**src/lsu_pkg.sv**
```systemverilog
/*
  shared types for the load/store unit
  holds the bus widths, the outstanding transfer limit, the access size and
  load fill encodings, and the request and bus payload structs
  import it inside a module body, or use scoped names in port lists
*/

package lsu_pkg;

  //////////////////////////////////////////////////
  // widths and limits
  //////////////////////////////////////////////////

  localparam int LSU_XLEN   = 32;            // data and address width
  localparam int LSU_NBYTES = LSU_XLEN / 8;  // byte lanes per word
  localparam int LSU_DEPTH  = 2;             // max outstanding bus transfers

  typedef logic [LSU_XLEN-1:0]   word_t;
  typedef logic [LSU_NBYTES-1:0] be_t;
  typedef logic [$clog2(LSU_DEPTH+1)-1:0] cnt_t;  // counts 0..LSU_DEPTH

  //////////////////////////////////////////////////
  // encodings
  //////////////////////////////////////////////////

  typedef enum logic [1:0] {
    SIZE_WORD = 2'b00,
    SIZE_HALF = 2'b01,
    SIZE_BYTE = 2'b10
  } size_e;

  // how the upper bits of a narrow load are filled
  typedef enum logic [1:0] {
    EXT_ZERO = 2'b00,
    EXT_SIGN = 2'b01,
    EXT_ONES = 2'b10
  } ext_e;

  //////////////////////////////////////////////////
  // payload structs
  //////////////////////////////////////////////////

  // request from the execute stage
  typedef struct packed {
    logic  we;        // 1 = store
    size_e size;
    ext_e  ext;
    logic  use_incr;  // address = op_a + op_b
    word_t op_a;
    word_t op_b;
    word_t wdata;     // store data, low bytes first
  } lsu_req_t;

  // address phase of the data bus
  typedef struct packed {
    word_t addr;
    logic  we;
    be_t   be;
    word_t wdata;     // already rotated into byte lanes
  } obi_req_t;

  // what writeback needs to align the response
  typedef struct packed {
    logic       we;
    size_e      size;
    ext_e       ext;
    logic [1:0] offset;  // byte offset of the access
  } wb_ctrl_t;

endpackage

```
**src/lsu_store_align.sv**
```systemverilog
/*
  address phase formation for the load/store unit
  computes the bus address, the byte enables and the store data placed
  in its byte lanes, all combinational from the execute request
  offset_o is handed on to writeback for load alignment
*/

`timescale 1ns/1ps

module lsu_store_align (
  input  lsu_pkg::lsu_req_t req_i,
  output lsu_pkg::obi_req_t bus_o,
  output logic [1:0]        offset_o
);

  import lsu_pkg::*;

  word_t      addr;
  logic [1:0] offset;
  be_t        be;
  word_t      wdata_rot;

  //////////////////////////////////////////////////
  // address
  //////////////////////////////////////////////////

  // base plus increment, or base alone
  assign addr   = req_i.use_incr ? (req_i.op_a + req_i.op_b) : req_i.op_a;
  assign offset = addr[1:0];  // alignment is the core's job

  //////////////////////////////////////////////////
  // byte enables
  //////////////////////////////////////////////////

  always_comb
  begin
    case (req_i.size)
      SIZE_WORD: be = 4'b1111;
      SIZE_HALF: be = 4'b0011 << offset;  // offset 0 or 2
      SIZE_BYTE: be = 4'b0001 << offset;
      default:   be = 4'b0000;            // unused size code, nothing written
    endcase
  end

  // rotate left by the byte offset, low byte lands on first enabled lane
  always_comb
  begin
    case (offset)
      2'b00: wdata_rot = req_i.wdata;
      2'b01: wdata_rot = {req_i.wdata[23:0], req_i.wdata[31:24]};
      2'b10: wdata_rot = {req_i.wdata[15:0], req_i.wdata[31:16]};
      2'b11: wdata_rot = {req_i.wdata[7:0],  req_i.wdata[31:8]};
      default: wdata_rot = req_i.wdata;
    endcase
  end

  // bus payload, valid whenever the request is
  assign bus_o.addr  = addr;
  assign bus_o.we    = req_i.we;
  assign bus_o.be    = be;
  assign bus_o.wdata = wdata_rot;

  assign offset_o = offset;

endmodule

```
**src/lsu_load_align.sv**
```systemverilog
/*
  writeback side of the load/store unit
  latches the access control when a request leaves execute, then on each
  response picks the addressed lane and fills the upper bits
  rdata_o is live during rvalid and otherwise holds the last load result
*/

`timescale 1ns/1ps

module lsu_load_align (
  input  logic              clk,
  input  logic              rst_n,
  input  logic              ctrl_update_i,  // request consumed this edge
  input  lsu_pkg::lsu_req_t req_i,
  input  logic [1:0]        offset_i,
  input  logic              rvalid_i,
  input  lsu_pkg::word_t    rdata_i,
  output lsu_pkg::word_t    rdata_o
);

  import lsu_pkg::*;

  wb_ctrl_t wb_ctrl_q;
  word_t    lane_data;   // response shifted down to the addressed lane
  word_t    rdata_ext;   // aligned and filled result
  word_t    rdata_q;     // last load result

  //////////////////////////////////////////////////
  // writeback control register
  //////////////////////////////////////////////////

  always_ff @(posedge clk, negedge rst_n)
  begin
    if (!rst_n)
    begin
      wb_ctrl_q <= '0;
    end
    else if (ctrl_update_i)
    begin
      wb_ctrl_q.we     <= req_i.we;
      wb_ctrl_q.size   <= req_i.size;
      wb_ctrl_q.ext    <= req_i.ext;
      wb_ctrl_q.offset <= offset_i;
    end
  end

  //////////////////////////////////////////////////
  // lane select and fill
  //////////////////////////////////////////////////

  // move addressed byte or halfword down to bit 0
  assign lane_data = rdata_i >> {wb_ctrl_q.offset, 3'b000};

  always_comb
  begin
    case (wb_ctrl_q.size)
      SIZE_HALF:
      begin
        case (wb_ctrl_q.ext)
          EXT_SIGN: rdata_ext = {{16{lane_data[15]}}, lane_data[15:0]};
          EXT_ONES: rdata_ext = {16'hffff, lane_data[15:0]};
          default:  rdata_ext = {16'h0000, lane_data[15:0]};  // zero fill
        endcase
      end
      SIZE_BYTE:
      begin
        case (wb_ctrl_q.ext)
          EXT_SIGN: rdata_ext = {{24{lane_data[7]}}, lane_data[7:0]};
          EXT_ONES: rdata_ext = {24'hff_ffff, lane_data[7:0]};
          default:  rdata_ext = {24'h00_0000, lane_data[7:0]};
        endcase
      end
      default:
      begin
        rdata_ext = rdata_i;  // words pass as they are
      end
    endcase
  end

  //////////////////////////////////////////////////
  // held result
  //////////////////////////////////////////////////

  // store responses leave the held value alone
  always_ff @(posedge clk)
  begin
    if (rvalid_i && !wb_ctrl_q.we)
    begin
      rdata_q <= rdata_ext;
    end
  end

  assign rdata_o = rvalid_i ? rdata_ext : rdata_q;

endmodule

```
**src/lsu_txn_ctrl.sv**
```systemverilog
/*
  transfer control for the load/store unit
  counts bus transfers between grant and rvalid, gates the bus request
  below the outstanding limit, and derives the execute and writeback
  handshakes plus busy from that count
*/

`timescale 1ns/1ps

module lsu_txn_ctrl (
  input  logic clk,
  input  logic rst_n,
  input  logic req_valid_i,    // execute stage has a load or store
  input  logic gnt_i,
  input  logic rvalid_i,
  output logic data_req_o,
  output logic ctrl_update_o,  // request leaves execute
  output logic ready_ex_o,
  output logic ready_wb_o,
  output logic busy_o
);

  import lsu_pkg::*;

  cnt_t cnt_q;
  cnt_t cnt_d;
  logic count_up;    // transfer accepted on the bus
  logic count_down;  // response returned

  //////////////////////////////////////////////////
  // bus request and counter
  //////////////////////////////////////////////////

  // no path from rvalid to req, a full counter simply blocks
  assign data_req_o = req_valid_i && (cnt_q < cnt_t'(LSU_DEPTH));

  assign count_up   = data_req_o && gnt_i;
  assign count_down = rvalid_i;

  always_comb
  begin
    case ({count_up, count_down})
      2'b10:   cnt_d = cnt_q + cnt_t'(1);
      2'b01:   cnt_d = cnt_q - cnt_t'(1);
      default: cnt_d = cnt_q;  // both or neither
    endcase
  end

  always_ff @(posedge clk, negedge rst_n)
  begin
    if (!rst_n)
    begin
      cnt_q <= '0;
    end
    else
    begin
      cnt_q <= cnt_d;
    end
  end

  //////////////////////////////////////////////////
  // handshakes
  //////////////////////////////////////////////////

  // with WB occupied, EX and WB advance together on rvalid
  always_comb
  begin
    if (!req_valid_i)
      ready_ex_o = 1'b1;
    else if (cnt_q == cnt_t'(0))
      ready_ex_o = count_up;
    else if (cnt_q == cnt_t'(1))
      ready_ex_o = count_up && rvalid_i;
    else
      ready_ex_o = rvalid_i;  // full, no grant possible
  end

  assign ready_wb_o    = (cnt_q == cnt_t'(0)) ? 1'b1 : rvalid_i;
  assign ctrl_update_o = req_valid_i && ready_ex_o;
  assign busy_o        = (cnt_q != cnt_t'(0)) || data_req_o;

endmodule

```
**src/lsu_top.sv**
```systemverilog
/*
  load/store unit top level
  connects the execute request to the bus through the store aligner,
  the transfer controller and the load aligner
  up to two bus transfers may be outstanding
*/

`timescale 1ns/1ps

module lsu_top (
  input  logic              clk,
  input  logic              rst_n,
  // execute and writeback side
  input  logic              req_valid_i,
  input  lsu_pkg::lsu_req_t req_i,
  output logic              ready_ex_o,
  output logic              ready_wb_o,
  output lsu_pkg::word_t    rdata_o,
  output logic              busy_o,
  // data bus
  output logic              data_req_o,
  output lsu_pkg::obi_req_t data_o,
  input  logic              data_gnt_i,
  input  logic              data_rvalid_i,
  input  lsu_pkg::word_t    data_rdata_i
);

  logic [1:0] offset;       // byte offset of the current request
  logic       ctrl_update;  // request handed to writeback

  // address, byte enables and lane placed store data
  lsu_store_align store_align_inst (
    .req_i    (req_i),
    .bus_o    (data_o),
    .offset_o (offset)
  );

  lsu_txn_ctrl txn_ctrl_inst (
    .clk           (clk),
    .rst_n         (rst_n),
    .req_valid_i   (req_valid_i),
    .gnt_i         (data_gnt_i),
    .rvalid_i      (data_rvalid_i),
    .data_req_o    (data_req_o),
    .ctrl_update_o (ctrl_update),
    .ready_ex_o    (ready_ex_o),
    .ready_wb_o    (ready_wb_o),
    .busy_o        (busy_o)
  );

  // response alignment and fill
  lsu_load_align load_align_inst (
    .clk           (clk),
    .rst_n         (rst_n),
    .ctrl_update_i (ctrl_update),
    .req_i         (req_i),
    .offset_i      (offset),
    .rvalid_i      (data_rvalid_i),
    .rdata_i       (data_rdata_i),
    .rdata_o       (rdata_o)
  );

endmodule

```
**config.mk**
```make
export PLATFORM = sky130hd
export DESIGN_NAME = lsu_top
export DESIGN_NICKNAME = d
export VERILOG_FILES = /design/src/lsu_pkg.sv /design/src/lsu_store_align.sv /design/src/lsu_load_align.sv /design/src/lsu_txn_ctrl.sv /design/src/lsu_top.sv
export SDC_FILE = /design/constraint.sdc
export NUM_CORES = 1
export LEC_CHECK = 0
export BUFFER_PORTS_ARGS = -buffer_cell sky130_fd_sc_hd__buf_4
export CAP_MARGIN = 25
export CORE_UTILIZATION = 54
export CTS_BUF_LIST = sky130_fd_sc_hd__clkbuf_8
export DETAILED_ROUTE_END_ITERATION = 10
export GPL_ROUTABILITY_DRIVEN = 0
export GPL_TIMING_DRIVEN = 0
export PLACE_DENSITY = 0.95
export SLEW_MARGIN = 20
export SYNTH_ARGS = -nofsm -noshare
export SYNTH_HDL_FRONTEND = slang
export SYNTH_SLANG_ARGS = --single-unit
```
**constraint.sdc**
```tcl
create_clock -name clk -period 10.43 [get_ports clk]
set_input_delay 2.086 -clock clk [delete_from_list [all_inputs] [get_ports clk]]
set_output_delay 2.086 -clock clk [all_outputs]
set_load 0.01 [all_outputs]
```
==> flow_summary.yaml, run 1 <==
layout:
  drive_gt1_share_pct: 34.3
  fillCellCount: 677
  nNetsFinal: 1091
  multi_input_area_sq_um: 4020
  utilization_pct: 77.3
  diodes: 0
  fin_cells: 1042
  area_growth_syn_to_layout_pct: 37.9
  seq_area_sq_um: 1190
timing:
  relSlewSlack_pct: 47.7
  rsz0062_at_grt: "no"
  max_clock_freq_mhz: 140
  holdWs_ns: 0.509
  finalHoldViolCount: 0
  period_needed_ns: 7.12
  setup_tns_ns: 0
  tightest_slew_ns: 0.784
  fin_crit_sh_pct: 68.3
  finalClockSkew_ns: 0.00872
  setup_viol: 0
  finalMaxSlewViolations: 0
logic_synthesis:
  synth_nets: 841
  synth_common_cells: "75 x nand2_1, 73 x mux2i_1, 44 x a21oi_1, 43 x nor2_1"
  ys_seq_elements: 41
  syn_area_sq_um: 5530
  yosysUniqueCellTypes: 66
  synth.most_common_cell: "nand2_1"
  synth_top_area_share_pct: 17.4
  synth.yosys.warnings: 0
  synth-main-ff-cell: "edfxtp_1"
  syn_inst: 659
  synthArstFlopShare_pct: 22.0
  syn_avg_cell_area_sq_um: 8.39
  synth_edf_count: 32
  synth_largest_area_cell: "edfxtp_1"
  synthTopCellsByArea: "edfxtp_1 17%, mux2i_1 13%, ha_1 9.5%"
  synth_seq_area_share_pct: 21.4
setup_path:
  crit_type: "in2out"
  r2r_slack_ns: 7.81
  cp-start-kind: "primary input"
  reg2reg_from: "load_align_inst.wb_ctrl_q[1]$_DFFE_PN0P_"
  cp_data_required_time_ns: 8.34
  critPathLaunch: "req_i[32]"
  cp-end-kind: "output pin"
  cp_data_arrival_time_ns: 5.04
  crit_path_max_fanout: 3
clocking:
  post_cts.repair.setup_buffers: 0
  path_clk_slew_ns: 0.07
  cts_root_buf: "clkbuf_8"
  cts_buffers: 5
  clock_sinks: 41
  h-tree-depth: 2
  hold_buffers: 0
  cts_resized: 0
  clk_path_buf_depth: 2
  cts_tree: "built"
  clock_latency_ns: 0.30
place:
  dp_cells: 1035
  port_buffers: 242
  dp_hpwl_mm: 14.7
floorplanning:
  coreArea_sq_um: 9860
  initial_core_util_pct: 56.1
  die_y_um: 103
  row_count: 36
  die_w_um: 103
  ios: 244
  dieArea_sq_um: 10700
drt:
  num_vias: 6232
  routed_via_density: 5.98
  first_pass_iters: 6
  wl_per_cell_um: 17.3
  ant_nets: 0
  route.detailed.drc: 0
  wl_mm: 18.0
  drt_iter0_markers: 382
pwr:
  p_leak_uw: 0.00370
  peakVddDrop_mv: 0.106
  internal_power_uw: 761
  cellPowerDensity_nw_per_um2: 180
  p_seq_share_pct: 22.1
  swShare_pct: 44.5
  power_switching_uw: 610
  clockPowerShare_pct: 7.5
  pwr-share-comb_pct: 70.4
  design_power_total_uw: 1370
min_path:
  min_path_type: "reg2reg"
  hp-start: "txn_ctrl_inst.cnt_q[0]$_DFFE_PN0P_"
global_route:
  grt_pass1_wl_mm: 26.6
  grt.total_usage_pct: 32.1
  overflow: 0
  antenna_found_initial: 0
  first_global_vias: 5674
  grt_start_max_net_pins: 18
job:
  drv_cap: 0
run_status:
  outcome: "complete, no violations"
-- worst max-delay path, stage by stage --
cell	delay [ns]
buf_4	0.11
ha_1	0.24
inv_1	0.08
fa_1	0.20
nand2b_1	0.17
a211oi_1	0.10
nor3_1	0.37
o21ai_0	0.29
a2111oi_0	0.59
o21ai_0	0.22
xor2_1	0.17
mux2_2	0.27
buf_4	0.14
-- routing by layer --
layer	part of all wire, %	wire [um]	track usage, %	up-vias
met2	48	8670	55.4	389
met1	37	6730	37.2	2819
met5	0	0	0	-
li1	-	-	-	2944
met4	4.7	847	16.3	0
met3	9.8	1770	7.66	80
-- sequential cells by signal, summed over array words and instances, names as in the netlist --
| name | cells |
|---|---|
| load_align_inst.rdata_q | 32 |
| load_align_inst.wb_ctrl_q | 7 |
| txn_ctrl_inst.cnt_q | 2 |
-- stage by stage --
| step | area, sq um | setup WS (ns) |
|---|---|---|
| CTS | 7630 | 3.32 |
| floorplan | 5530 | 4.06 |
| global placement | 7510 | 3.32 |
| global route | 7630 | 3.09 |
| detailed placement | 7550 | 3.34 |
| finish | 7630 | 3.31 |
-- final timing paths --
path,depth (start not counted),endpoint
max reg2reg,8,load_align_inst.rdata_q[31]$_DFFE_PP_
max,13,data_o[65]
min,1,txn_ctrl_inst.cnt_q[0]$_DFFE_PN0P_
min reg2reg,1,txn_ctrl_inst.cnt_q[0]$_DFFE_PN0P_
min in group asynchronous,1,txn_ctrl_inst.cnt_q[1]$_DFFE_PN0P_
max in group asynchronous,1,load_align_inst.wb_ctrl_q[1]$_DFFE_PN0P_
-- kinds of logic after synthesis --
logic type      synth area share (%)
fa+ha+maj                       9.86
xor+xnor                        4.28
buf+inv                         6.06
flops                           21.4
simple gates                    15.1
compound gates                  21.3
mux                             22.0
-- cells in the final DEF (no fill, tap or decap), types with 12 or more instances in the layout --
master and n:
clkbuf_1 27, nand2_1 75, inv_1 28, edfxtp_1 32
a211oi_1 16, buf_4 243, o21ai_0 28, mux2i_1 73
ha_1 42, a21oi_1 44, nor2_1 43, mux2_2 42
nor2b_1 15, a31oi_1 24, xnor2_1 20, a21o_1 12
-- area by class of cell --
type	count	area share [%]
multi-input combinational	545	52.7
timing repair buffer	243	24.2
sequential	41	15.5
buffer	42	2.87
tap	133	2.18
inverter	31	1.53
clock buffer	5	0.902
clock inverter	2	0.148
-- power groups by stage --
stage / clock network, uW / registers [uW] / logic (uW)
finish: 103 / 303 / 964
global route: 110 / 309 / 1050
CTS: 103 / 302 / 951
detailed placement: 0 / 306 / 942
global placement: 0 / 302 / 908
floorplan: 0 / 298 / 581
(Power assumes the default switching activity.)
==> run 2: changes to the inputs <==
--- a/config.mk
+++ b/config.mk
@@ -7,12 +7,12 @@
 export LEC_CHECK = 0
 export BUFFER_PORTS_ARGS = -buffer_cell sky130_fd_sc_hd__buf_4
 export CAP_MARGIN = 25
-export CORE_UTILIZATION = 54
+export CORE_UTILIZATION = 50
 export CTS_BUF_LIST = sky130_fd_sc_hd__clkbuf_8
 export DETAILED_ROUTE_END_ITERATION = 10
 export GPL_ROUTABILITY_DRIVEN = 0
 export GPL_TIMING_DRIVEN = 0
-export PLACE_DENSITY = 0.95
+export PLACE_DENSITY = 0.94
 export SLEW_MARGIN = 20
 export SYNTH_ARGS = -nofsm -noshare
 export SYNTH_HDL_FRONTEND = slang
==> constraint.sdc (replaced) <==
create_clock -name clk -period 7.2 [get_ports clk]
set_input_delay 1.44 -clock clk [delete_from_list [all_inputs] [get_ports clk]]
set_output_delay 1.44 -clock clk [all_outputs]
set_load 0.01 [all_outputs]
==> flow_summary.yaml, run 2 (synthesis gave the netlist of run 1 again) <==
run_status:
  outcome: "complete, no violations"
global_route:
  grt.total_usage_pct: 29.7
  overflow: 0
  grt_start_max_net_pins: 22
  antenna_found_initial: 1
  grt_pass1_wl_mm: 27.3
  first_global_vias: 5643
floorplanning:
  die_y_um: 107
  dieArea_sq_um: 11500
  initial_core_util_pct: 51.3
  die_w_um: 107
  coreArea_sq_um: 10800
  ios: 244
  row_count: 38
place:
  dp_hpwl_mm: 14.6
  dpl_cell_area_sq_um: 7560
  port_buffers: 242
setup_path:
  cp-end-kind: "output pin"
  r2r_slack_ns: 4.80
  crit_type: "in2out"
  crit_path_max_fanout: 3
  cp_data_arrival_time_ns: 4.32
  cp_data_required_time_ns: 5.76
  cp-start-kind: "primary input"
min_path:
  min_path_type: "reg2reg"
pwr:
  cellPowerDensity_nw_per_um2: 266
  peakVddDrop_mv: 0.173
  p_leak_uw: 0.00373
layout:
  biggestRegsByFlops: "load_align_inst.rdata_q (32), load_align_inst.wb_ctrl_q (7), txn_ctrl_inst.cnt_q (2)"
  fillCellCount: 788
  layout_common_cells: "243 x buf_4, 75 x nand2_1, 73 x mux2i_1"
  area_growth_syn_to_layout_pct: 39.2
  layout_commonest_cell: "buf_4"
  final_area_sq_um: 7700
  drive_gt1_share_pct: 34.5
  nNetsFinal: 1091
  largest_reg_flops: 32
  largest-register: "load_align_inst.rdata_q"
  utilization_pct: 71.3
clocking:
  path_clk_slew_ns: 0.08
  cts_buffers: 5
  clk_path_buf_depth: 2
  cts_root_buf: "clkbuf_8"
  h-tree-depth: 2
  cts_resized: 0
  clock_sinks: 41
  cts_tree: "built"
  clock_latency_ns: 0.30
  hold_buffers: 0
  post_cts.repair.setup_buffers: 0
drt:
  drt_iter0_markers: 437
  wl_mm: 17.9
  num_vias: 6133
  route.detailed.drc: 0
  wl_per_cell_um: 17.1
  ant_nets: 0
  first_pass_iters: 5
  routed_via_density: 5.84
timing:
  setup_tns_ns: 0
  rsz0062_at_grt: "no"
  holdWs_ns: 0.530
  tightest_slew_ns: 0.788
  finalClockSkew_ns: 0.00819
  relSlewSlack_pct: 47.5
  finalHoldViolCount: 0
  max_clock_freq_mhz: 174
  fin_crit_sh_pct: 79.9
  finalMaxSlewViolations: 0
  period_needed_ns: 5.76
  setup_viol: 0
job:
  drv_cap: 0
run 2: final timing paths:
kind,cells after the start,endpoint,startpoint
max,13,data_o[65],req_i[64]
min,2,txn_ctrl_inst.cnt_q[1]$_DFFE_PN0P_,txn_ctrl_inst.cnt_q[1]$_DFFE_PN0P_
max reg2reg,9,load_align_inst.rdata_q[17]$_DFFE_PP_,load_align_inst.wb_ctrl_q[5]$_DFFE_PN0P_
min reg2reg,2,txn_ctrl_inst.cnt_q[1]$_DFFE_PN0P_,txn_ctrl_inst.cnt_q[1]$_DFFE_PN0P_
max in group asynchronous,1,load_align_inst.wb_ctrl_q[1]$_DFFE_PN0P_,rst_n
min in group asynchronous,1,txn_ctrl_inst.cnt_q[1]$_DFFE_PN0P_,rst_n
run 2: area by class of cell:
class	instances	area [sq um]	share of cell area, %
inverters	31	116	1.51
plain buffers	42	219	2.84
multi-input cells	545	4020	52.2
flip-flops and latches	41	1190	15.4
repair buffers	243	1840	24.0
diodes	1	2.50	0.0325
clock buffers	5	68.8	0.894
well taps	140	175	2.28
clock inverters	3	68.8	0.894
run 2: stage by stage:
stage	instances	worst slack, ns	power (uW)
final	1051	1.44	2050
after CTS	1050	1.50	2030
after floorplan	659	2.13	1270
after detailed placement	1042	1.51	1800
after global routing	1051	1.25	2180
after global placement	1041	1.59	1750
run 2: per-layer routing:
| metal | share of wire [%] | up-vias | track usage [%] | wire (um) |
|---|---|---|---|---|
| met4 | 4.1 | 0 | 14.3 | 736 |
| met3 | 8.8 | 55 | 5.23 | 1580 |
| met1 | 37 | 2805 | 34.2 | 6710 |
| met5 | 0 | - | 0 | 0 |
| li1 | - | 2928 | - | - |
| met2 | 50 | 345 | 52.9 | 8930 |
run 2: critical path: stages:
cell and delay (ns):
buf_4 0.09, ha_1 0.18, inv_1 0.07, fa_1 0.40, nand2b_1 0.20, a211oi_1 0.30, nor3_1 0.11, o21ai_0 0.48
a2111oi_0 0.28, o21ai_0 0.27, xor2_1 0.09, mux2_2 0.26, buf_4 0.14
run 2: report_power, final:
part	switching, uW	internal (uW)	total (uW)
registers	35.7	402	438
logic	749	635	1380
clock network	84.3	140	224
